## src/verilog/nes_pad_config.svh

```systemverilog
// timing assumes a 50 MHz clk; all counters must be wide enough for the values below
`ifndef NES_PAD_CONFIG_SVH
`define NES_PAD_CONFIG_SVH

// pad timing, in clk cycles
`define NES_LATCH_CYCLES 600     // latch pulse, 12 us
`define NES_HALF_BIT_CYCLES 300  // half nes_clk period, 6 us, also wait before button A

// cycle counter width, must hold 2*NES_HALF_BIT_CYCLES-1 and NES_LATCH_CYCLES-1
`define NES_CNT_BITS 10

// complete frames ignored after reset
// the data line can float or glitch while the pad powers up
`define NES_ARM_FRAMES 2

// hold counter width in frames, saturates at all ones
`define NES_HOLD_BITS 8

// buttons on one pad
// the button struct and the generate loop both rely on this being 8
`define NES_NUM_BUTTONS 8

`endif
```

## src/verilog/nes_pad_pkg.sv

```systemverilog
// shared types for the pad reader; hold width comes from the config header
`include "nes_pad_config.svh"

package nes_pad_pkg;

	// button number, A=0 B=1 select=2 start=3 up=4 down=5 left=6 right=7
	typedef logic [2:0] button_idx_t;

	// one bit per button, 1 = pressed
	// first field is the msb, so a lands on bit 0 and right on bit 7
	typedef struct packed {
		logic right;   // bit 7
		logic left;
		logic down;
		logic up;
		logic start;
		logic select;
		logic b;
		logic a;       // bit 0, first bit shifted out of the pad
	} buttons_t;

	// one release, handed from a tracker to the queue and on to the host
	typedef struct packed {
		button_idx_t               button;  // which button was let go
		logic [`NES_HOLD_BITS-1:0] hold;    // frames it was held, saturating
	} release_event_t;

endpackage

```

## src/verilog/nes_pad_top.sv

```systemverilog
// one NES pad in, release events out over req/ack; no press events, no auto-repeat
`include "nes_pad_config.svh"

module nes_pad_top (
	input  logic                        clk,
	input  logic                        reset,
	input  logic                        data,
	output logic                        latch,
	output logic                        nes_clk,
	output nes_pad_pkg::buttons_t       buttons,
	output logic                        req,
	output nes_pad_pkg::release_event_t evt,
	input  logic                        ack
);

	logic                                              frame_done;
	logic                                              armed;
	logic [`NES_NUM_BUTTONS-1:0]                       btn_vec;   // buttons as a plain vector
	logic [`NES_NUM_BUTTONS-1:0]                       pending;
	logic [`NES_NUM_BUTTONS-1:0]                       grant;
	nes_pad_pkg::release_event_t [`NES_NUM_BUTTONS-1:0] events;

	assign btn_vec = buttons;  // bit i is button i

	nes_pad_scanner u_scanner (
		.clk        (clk),
		.reset      (reset),
		.data       (data),
		.latch      (latch),
		.nes_clk    (nes_clk),
		.buttons    (buttons),
		.frame_done (frame_done),
		.armed      (armed)
	);

	// one tracker per button
	for (genvar i = 0; i < `NES_NUM_BUTTONS; i++)
	begin : g_trk
		button_release_tracker #(
			.BUTTON (nes_pad_pkg::button_idx_t'(i))
		) u_trk (
			.clk        (clk),
			.reset      (reset),
			.pressed    (btn_vec[i]),
			.frame_done (frame_done),
			.armed      (armed),
			.grant      (grant[i]),
			.pending    (pending[i]),
			.evt        (events[i])
		);
	end

	release_event_queue u_queue (
		.clk     (clk),
		.reset   (reset),
		.pending (pending),
		.events  (events),
		.grant   (grant),
		.req     (req),
		.ack     (ack),
		.evt     (evt)
	);

endmodule

```

## src/verilog/release_event_queue.sv

```systemverilog
// lowest button number wins; host must follow the full four-phase req/ack handshake
`include "nes_pad_config.svh"

module release_event_queue (
	input  logic                                              clk,
	input  logic                                              reset,
	input  logic [`NES_NUM_BUTTONS-1:0]                       pending,
	input  nes_pad_pkg::release_event_t [`NES_NUM_BUTTONS-1:0] events,
	output logic [`NES_NUM_BUTTONS-1:0]                       grant,    // one-hot or zero
	output logic                                              req,
	input  logic                                              ack,
	output nes_pad_pkg::release_event_t                       evt      // valid while req
);

	typedef enum logic [1:0] {
		st_idle,      // free, may grant
		st_req,       // req high, waiting for ack
		st_ack_low    // req dropped, waiting for ack to fall
	} state_t;

	state_t                            state;
	logic [`NES_NUM_BUTTONS-1:0]       pick;      // lowest pending bit
	nes_pad_pkg::release_event_t       pick_evt;
	logic                              take;

	assign pick  = pending & (~pending + 1'b1);  // isolate lowest set bit
	assign take  = (state == st_idle) && !ack && (pending != '0);
	assign grant = take ? pick : '0;
	assign req   = (state == st_req);

	// walk down so the lowest pending index is the last one kept
	always_comb
	begin
		pick_evt = events[0];
		for (int i = `NES_NUM_BUTTONS - 1; i >= 0; i--)
		begin
			if (pending[i])
				pick_evt = events[i];
		end
	end

	always_ff @(posedge clk or posedge reset)
	begin
		if (reset)
			state <= st_idle;
		else
		begin
			case (state)
				st_idle:
					if (take)
						state <= st_req;  // req up one cycle after grant
				st_req:
					if (ack)
						state <= st_ack_low;
				st_ack_low:
					if (!ack)
						state <= st_idle;
				default:
					state <= st_idle;
			endcase
		end
	end

	// copy of the granted event, tracker is free again after grant
	always_ff @(posedge clk)
	begin
		if (take)
			evt <= pick_evt;
	end

	a_grant_onehot: assert property (@(posedge clk) disable iff (reset)
		$onehot0(grant));

	// host may sample evt any time before it acks
	a_req_hold: assert property (@(posedge clk) disable iff (reset)
		req && !ack |=> req && $stable(evt));

endmodule

```

## src/verilog/button_release_tracker.sv

```systemverilog
// one button; a release that lands while the previous event is still pending is dropped
`include "nes_pad_config.svh"

module button_release_tracker #(
	parameter nes_pad_pkg::button_idx_t BUTTON = '0  // number written into the event
) (
	input  logic                        clk,
	input  logic                        reset,
	input  logic                        pressed,     // this button's field of buttons
	input  logic                        frame_done,
	input  logic                        armed,
	input  logic                        grant,       // one cycle, from the queue
	output logic                        pending,
	output nes_pad_pkg::release_event_t evt
);

	localparam logic [`NES_HOLD_BITS-1:0] hold_max = '1;

	logic [`NES_HOLD_BITS-1:0] hold;     // frames held so far
	logic                      tick;     // frame boundary that counts
	logic                      release_seen;

	assign tick         = frame_done && armed;
	assign release_seen = tick && !pressed && (hold != '0);

	always_ff @(posedge clk or posedge reset)
	begin
		if (reset)
		begin
			hold    <= '0;
			pending <= 1'b0;
		end
		else
		begin
			if (tick && pressed && (hold != hold_max))  // saturate on long holds
				hold <= hold + 1'b1;
			else if (release_seen)  // count cleared even if the event is dropped
				hold <= '0;
			if (grant)
				pending <= 1'b0;
			else if (release_seen)
				pending <= 1'b1;
		end
	end

	// event register only loads when the slot is free
	always_ff @(posedge clk)
	begin
		if (release_seen && !pending)
		begin
			evt.button <= BUTTON;
			evt.hold   <= hold;  // count before clearing
		end
	end

	// queue must only pick a tracker that has something
	a_grant_pending: assert property (@(posedge clk) disable iff (reset)
		grant |-> pending);

endmodule

```

## src/verilog/nes_pad_scanner.sv

```systemverilog
// single pad only; first frame after reset has a latch one cycle short and is never tracked
`include "nes_pad_config.svh"

module nes_pad_scanner (
	input  logic                  clk,
	input  logic                  reset,
	input  logic                  data,        // pad serial out, low = pressed
	output logic                  latch,
	output logic                  nes_clk,
	output nes_pad_pkg::buttons_t buttons,     // active high, updated once per frame
	output logic                  frame_done,  // one cycle, same edge as buttons
	output logic                  armed
);

	localparam int arm_bits = $clog2(`NES_ARM_FRAMES + 1);
	localparam logic [`NES_CNT_BITS-1:0] latch_last = `NES_LATCH_CYCLES - 1;
	localparam logic [`NES_CNT_BITS-1:0] half_cnt = `NES_HALF_BIT_CYCLES;
	localparam logic [`NES_CNT_BITS-1:0] half_last = `NES_HALF_BIT_CYCLES - 1;
	localparam logic [`NES_CNT_BITS-1:0] period_last = 2 * `NES_HALF_BIT_CYCLES - 1;
	localparam logic [arm_bits-1:0] arm_last = `NES_ARM_FRAMES - 1;

	typedef enum logic [1:0] {
		st_latch,  // latch high
		st_first,  // latch low, waiting to sample A
		st_bits    // clocking out B..right
	} state_t;

	state_t                   state, state_n;
	logic [`NES_CNT_BITS-1:0] cnt, cnt_n;          // cycles within the current phase
	logic [2:0]               bit_cnt, bit_cnt_n;  // button being clocked
	logic                     sample;              // take data this cycle
	logic                     frame_end;
	logic [7:0]               staging;             // fills from the msb end
	logic [arm_bits-1:0]      arm_cnt;             // frames seen before arming

	always_comb
	begin
		state_n   = state;
		cnt_n     = cnt + 1'b1;
		bit_cnt_n = bit_cnt;
		sample    = 1'b0;
		frame_end = 1'b0;
		case (state)
			st_latch:
			begin
				if (cnt == latch_last)
				begin
					state_n = st_first;
					cnt_n   = '0;
				end
			end
			st_first:
			begin
				if (cnt == half_last)  // A is already on data
				begin
					sample    = 1'b1;
					state_n   = st_bits;
					cnt_n     = '0;
					bit_cnt_n = 3'd1;
				end
			end
			st_bits:
			begin
				if (cnt == half_last)  // last high cycle, nes_clk falls next
					sample = 1'b1;
				if (cnt == period_last)
				begin
					cnt_n = '0;
					if (bit_cnt == 3'd7)  // right done, new latch right away
					begin
						frame_end = 1'b1;
						state_n   = st_latch;
						bit_cnt_n = '0;
					end
					else
						bit_cnt_n = bit_cnt + 1'b1;
				end
			end
			default:
			begin
				state_n = st_latch;
				cnt_n   = '0;
			end
		endcase
	end

	// pins are registered from the next state so they line up with state
	always_ff @(posedge clk or posedge reset)
	begin
		if (reset)
		begin
			state      <= st_latch;
			cnt        <= '0;
			bit_cnt    <= '0;
			latch      <= 1'b0;
			nes_clk    <= 1'b0;
			frame_done <= 1'b0;
			buttons    <= '0;
		end
		else
		begin
			state      <= state_n;
			cnt        <= cnt_n;
			bit_cnt    <= bit_cnt_n;
			latch      <= (state_n == st_latch);
			nes_clk    <= (state_n == st_bits) && (cnt_n < half_cnt);  // high half first
			frame_done <= frame_end;
			if (frame_end)
				buttons <= nes_pad_pkg::buttons_t'(staging);
		end
	end

	// pad drives low for pressed, so invert on the way in
	always_ff @(posedge clk)
	begin
		if (sample)
			staging <= {~data, staging[7:1]};  // A ends up at bit 0
	end

	// armed rises the cycle after the last ignored frame_done, so that frame is not tracked
	always_ff @(posedge clk or posedge reset)
	begin
		if (reset)
		begin
			arm_cnt <= '0;
			armed   <= 1'b0;
		end
		else if (frame_done && !armed)
		begin
			if (arm_cnt == arm_last)
				armed <= 1'b1;
			else
				arm_cnt <= arm_cnt + 1'b1;
		end
	end

	// the pad would see a shift during latch
	a_latch_clk_excl: assert property (@(posedge clk) disable iff (reset)
		!(latch && nes_clk));

endmodule

```

## config.mk

```make
export PLATFORM = sky130hd
export DESIGN_NAME = nes_pad_top
export DESIGN_NICKNAME = d
export VERILOG_FILES = /design/src/verilog/nes_pad_pkg.sv /design/src/verilog/nes_pad_top.sv /design/src/verilog/release_event_queue.sv /design/src/verilog/button_release_tracker.sv /design/src/verilog/nes_pad_scanner.sv
export VERILOG_INCLUDE_DIRS = /design/src /design/src/verilog
export SDC_FILE = /design/constraint.sdc
export NUM_CORES = 1
export LEC_CHECK = 0
export ABC_AREA = 1
export BUFFER_PORTS_ARGS = -buffer_cell sky130_fd_sc_hd__buf_4
export CORE_MARGIN = 5
export CORE_UTILIZATION = 49
export CTS_CLUSTER_SIZE = 8
export DETAILED_ROUTE_END_ITERATION = 10
export HOLD_SLACK_MARGIN = 0.02
export PLACE_DENSITY = 0.74
export SLEW_MARGIN = 20
export SYNTH_ARGS = -nofsm -noshare
export SYNTH_HDL_FRONTEND = slang
export SYNTH_SLANG_ARGS = --single-unit
```

## constraint.sdc

```tcl
create_clock -name clk -period 3.4 [get_ports clk]
set_clock_uncertainty 0.05 [all_clocks]
set_input_delay 0 -clock clk [delete_from_list [all_inputs] [get_ports clk]]
set_output_delay 0 -clock clk [all_outputs]
set_load 0.05 [all_outputs]
```

* After elaboration in Yosys (flattened, before gate mapping) *
Cells that the tools add are included.

cells by class
  add/sub/neg operators = 12
  order comparisons = 1
  equal/unequal tests = 22
  multiplexer cells = 62
  bitwise logic cells = 4
  reduce and logical (&&, ||, !) cells = 100

operators with widths
  kind                     number
  $mux W8                  18
  $add A8 B1 Y8 const B    9
  $reduce_bool A8 Y1       9
  $ne A8 B8 Y1 const B     8
  $logic_and A1 B1 Y1      45
  $mux W11                 4
  $mux W10                 4
  $reduce_bool A2 Y1       17
  $mux W1                  21
  $pmux W10 S2             1
  $logic_not A1 Y1         18
  $mux W2                  7
  $pmux W2 S3              2
  $add A10 B1 Y10 const B  1
  $eq A10 B10 Y1 const B   1
  $eq A10 B9 Y1 const B    1
  $lt A10 B9 Y1 const B    1
  $mux W3                  3
  $mux W9                  1
  $and A8 B8 Y8            1
  $ne A2 B1 Y1 const B     4
  $not A8 Y8               1
  $eq A2 B1 Y1 const B     3
  $eq A2 B2 Y1 const B     3
  11 further kinds         18

word-level totals
  bits in registers = 186
  bits of input ports = 4
  output and inout bits = 22
  word-level logic and storage cells = 247

* Longest topological paths before layout *
  word-level depth = 8
  mapped depth = 11

* By module *
From an unflattened synthesis, not the netlist that was laid out.

unflattened totals
  cells, all modules = 1249
  area, all modules = 10344.9 um2

by module, submodules not included
  module                                       times used  cells an instance  area each (um2)  seq. area each (um2)
  button_release_tracker (g_trk[1].u_trk ...)  6           101                889.6            465.4
  nes_pad_scanner                              1           203                1818.0           965.9
  button_release_tracker (g_trk[0].u_trk ...)  2           100                885.8            465.4
  release_event_queue                          1           240                1417.6           380.4

* Least setup slack after synthesis *
Ideal clock, no wire load.

  path type = register to register
  start = register u_scanner.cnt[0]
  end = register u_scanner.staging[0], enable pin
  arrival = 1.241 ns
  required time = 2.980 ns
  slack = 1.739 ns
  stages on the path, launching flop included = 6
  buffers on the path = 0
  clock period less this slack = 1.661 ns
  cells stage by stage = dfrtp_1 ha_1 nand2_1 nor2_1 nand3_1 nor2_1

between the ends
  longest elaborated chain between the ends = 3

RTL lines
  item                        line                                          text
  from (decl)                 nes_pad_scanner.sv:29                         logic [`NES_CNT_BITS-1:0] cnt, cnt_n;
  from (signal assigned)      nes_pad_scanner.sv:103                        cnt <= cnt_n;
  $eq A10 B9 Y1               nes_pad_scanner.sv:54, nes_pad_scanner.sv:64
  $mux W1                     nes_pad_scanner.sv:54, nes_pad_scanner.sv:64
  $mux W1                     --
  named net u_scanner.sample  nes_pad_scanner.sv:31                         logic sample;
  to (signal assigned)        nes_pad_scanner.sv:117                        staging <= {~data, staging[7:1]};
  to (decl)                   nes_pad_scanner.sv:33                         logic [7:0] staging;

The timed path passes the listed nets, and every way through them passes these cells.
A chain may end at the register's enable or synchronous reset.

* Final worst setup path *
  start = register g_trk[0].u_trk.pending
  end = register g_trk[7].u_trk.pending

RTL lines
  item                                                  line                          text
  from (decl)                                           button_release_tracker.sv:13  output logic pending,
  from (signal assigned)                                button_release_tracker.sv:31  pending <= 1'b0;
  from (signal assigned)                                button_release_tracker.sv:40  pending <= 1'b0;
  from (signal assigned)                                button_release_tracker.sv:42  pending <= 1'b1;
  $reduce_bool A8 Y1 (*)                                release_event_queue.sv:27     assign take = (state == st_idle) && !ack && (pending != '0);
  $logic_and A1 B1 Y1 (*)                               release_event_queue.sv:27
  named net u_queue.take                                release_event_queue.sv:24     logic take;
  $mux W8 (*)                                           release_event_queue.sv:28     assign grant = take ? pick : '0;
  $mux W1 / $reduce_bool A2 Y1 (equally long branches)  --
  to (signal assigned)                                  button_release_tracker.sv:31
  to (signal assigned)                                  button_release_tracker.sv:40
  to (signal assigned)                                  button_release_tracker.sv:42
  to (decl)                                             button_release_tracker.sv:13

Mark *: on every way through the listed nets, which the timed path passes. The rest lies on a longest branch.

==> metrics.cfg <==
[power]
internal_power_uw=3671
pwr-share-comb=0.125
p_leak_uw=0.003847
netSwitchingFraction=0.2652
clockPowerShare=0.382
total_power_uw=4995
peakVddDrop_uv=334.4
power_density_nw_per_um2=516.7
switching_power_uw=1325
p_seq_frac=0.493

[sta]
final.setup.tns_ns=0
rsz0062_at_grt=no
setup_viol=0
fmaxAchievable_mhz=406.8
whs_ns=0.1910
worst_slew_pin_slew_ns=0.7158
hold_violations=0
max_slew_margin=0.5210
fin_crit_sh=0.7230
fin_crit_ns=2.458
slew_viol_final=0

[yosys]
synthFlopType=dfrtp_1
synth-xor-area-share=0.01008
synth_area_um2=8690
synthArstFlopShare=0.5538
synth_edf_count=83
ys_seq_area_frac=0.5834
synthSimpleGateAreaFrac=0.1951
netlist_instances=872
synth_cell_types=45
yosysWarnings=0
synthMuxAreaShare=0
syn_area_per_cell_um2=9.965
ys_ff_latch=186
synth_compound_area_frac=0.1113
synth_fp_nets=901
synth_top_family_by_area=simple AND/OR/NAND/NOR gates
synth-adder-area-share=0.03600

[drt]
vias=6307
first_iter_violations=492
wl_per_cell_um=15.62
routed_via_density=5.528
drtPass1Iterations=5
drc=0
wirelength_um=17820
drtAntennaViolNets=0

[clocking]
clkLatencyLatePin_ns=0.43
cts_buffers=17
cts_tree=yes
htree_levels=4
root_buffer=clkbuf_16
cts.repair.resized=0
post_cts_buffers=0
max-clock-path-buffers=2
path_clk_slew_ns=0.07
cts_sinks=186
ctsHoldBuffers=3

[grt]
track_usage=0.1883
grt_pass1_wl_um=30300
grt_pass1_vias=6069
overflow=0
antenna_found_initial=0
grt_max_degree=54

[worst_setup_path]
critPathLaunch=g_trk[0].u_trk.pending
slowest_stage=nor2_1
critPathBufInv=1
crit_cells=7
cp-end-kind=flop
required_ns=3.70
cp_cell_sequence=nor2_1 > nand2_1 > o21bai_1 > inv_1 > nand4_1 > nor4_1 > a21oi_1
critPathCapture=g_trk[7].u_trk.pending
crit_path_max_incr_delay_ns=0.55
critPathKind=reg -> reg
crit_path_start_kind=flop
path_max_fanout=14
critPathTopFamily=simple AND/OR/NAND/NOR gates
rrSetupSlack_ns=0.94
reg2reg_from=g_trk[0].u_trk.pending
reg2regPathDepth=7
cp_data_arrival_time_ns=2.76
r2r_end=g_trk[7].u_trk.pending

[layout]
final_cell_mix=nand2_1 (120), inv_1 (115), o21ai_0 (107)
num_antenna_cells=0
fill_cells=1447
layout_commonest_cell=nand2_1
nets=932
final-seq-area_um2=5070
syn_to_final_growth_pct=11.26
layout-drive-gt1-share=0.1179
final_cells=1141
multi_input_area_um2=3063

[floorplanning]
die_area_um2=20500
die-width_um=143.2
io-pin-count=26
coreArea_um2=17360
start_util=0.5006
row_count=48
fp.dieH_um=143.2

[worst_hold_path]
hold_path.class=in -> async

[placed_design]
numPortBuffers=25
place_inst=1106
gp_congestion=0.9009
dp_hpwl_um=12760

[status]
status=finished clean

[flow_run]
drv_cap=0

-- how the worst min path moves through the flow --
stage	from	slack (ns)	cells past startpoint	to
2_1_floorplan	data	0.08	1	u_scanner.staging[7]
3_3_place_gp	reset	0.11	2	g_trk[0].u_trk.hold[3]
3_5_place_dp	reset	0.12	2	g_trk[0].u_trk.hold[3]
4_1_cts	reset	0.21	3	g_trk[0].u_trk.hold[2]
5_1_grt	reset	0.27	3	g_trk[0].u_trk.hold[2]
6_report	reset	0.19	3	g_trk[0].u_trk.hold[0]
-- metal layers --
layer  wire length [um]  GRT usage  share of wire
met5                  0          0              0
met4                336    0.06303          0.019
met3                899    0.04019          0.050
met2               8389     0.2876           0.47
met1               8195     0.2698           0.46
-- cell usage after synthesis, types with 2 or more instances --
cell	number	area (um^2)
o31ai_1	2	15.01
nand4_1	22	137.6
nor3_2	6	60.06
nand3_2	2	20.02
nand3b_1	5	37.54
or2_2	16	100.1
a21oi_2	2	17.52
nand2_2	8	50.05
a221oi_1	8	70.07
and2_1	2	12.51
buf_4	8	60.06
nor2_2	4	25.02
clkbuf_1	5	18.77
o21ai_0	107	535.5
nor2_1	60	225.2
o211ai_1	9	67.56
nand3_4	2	35.03
a22oi_1	7	52.55
inv_1	116	435.4
ha_1	25	312.8
xor2_1	9	78.83
nand3_1	69	345.3
o21ai_1	7	35.03
o22ai_1	9	56.30
nor4_1	9	56.30
a21oi_1	9	45.04
o21bai_1	2	15.01
edfxtp_1	83	2492
nand2_1	120	450.4
dfrtp_1	103	2577
buf_2	4	20.02
nor2_4	3	33.78
o21ai_2	3	26.28
nor3_1	14	70.07
inv_2	2	7.510
-- tightest hold or removal path: cells and delay by family --
kind,cells,cell delay (ns)
buf+inv,3,1.16
-- stage by stage --
| step | utilization | area, um^2 | setup WS, ns |
|---|---|---|---|
| after floorplan | - | 8690 | 0.6462 |
| after global placement | 0.5223 | 9066 | 1.178 |
| after detailed placement | 0.5223 | 9066 | 1.030 |
| after CTS | 0.5570 | 9668 | 0.9973 |
| after global routing | 0.5570 | 9668 | 0.7680 |
| final | 0.5570 | 9668 | 0.9416 |
-- cell type report --
type / instances / share of cell area
Timing Repair Buffer: 30 / 0.02407
Tap cell: 225 / 0.02912
Multi-Input combinational cell: 549 / 0.3168
Clock buffer: 21 / 0.04763
Clock inverter: 11 / 0.01152
Inverter: 119 / 0.04646
Sequential cell: 186 / 0.5244
-- sequential cells by signal (all words and copies together) (netlist names) --
register              count
u_scanner.staging         8
u_scanner.state           2
u_scanner.buttons         8
u_scanner.latch           1
u_scanner.bit_cnt         3
g_trk.u_trk.pending       8
u_scanner.nes_clk         1
u_scanner.armed           1
u_scanner.frame_done      1
u_queue.state             2
u_queue.evt              11
u_scanner.arm_cnt         2
u_scanner.cnt            10
g_trk.u_trk.evt          64
g_trk.u_trk.hold         64
-- cells by family after synthesis --
logic type      count (synthesis)
simple gates                  345
xor+xnor                       10
compound gates                169
flops                         186
fa+ha+maj                      25
buf+inv                       137
-- power by group through the flow --
stage	logic [uW]	clock network [uW]	registers (uW)
3_5_place_dp	619	0	2510
3_3_place_gp	607	0	2510
4_1_cts	625	1950	2460
6_report	624	1910	2460
5_1_grt	687	2060	2470
2_1_floorplan	332	0	2610
(Power assumes the default switching activity.)
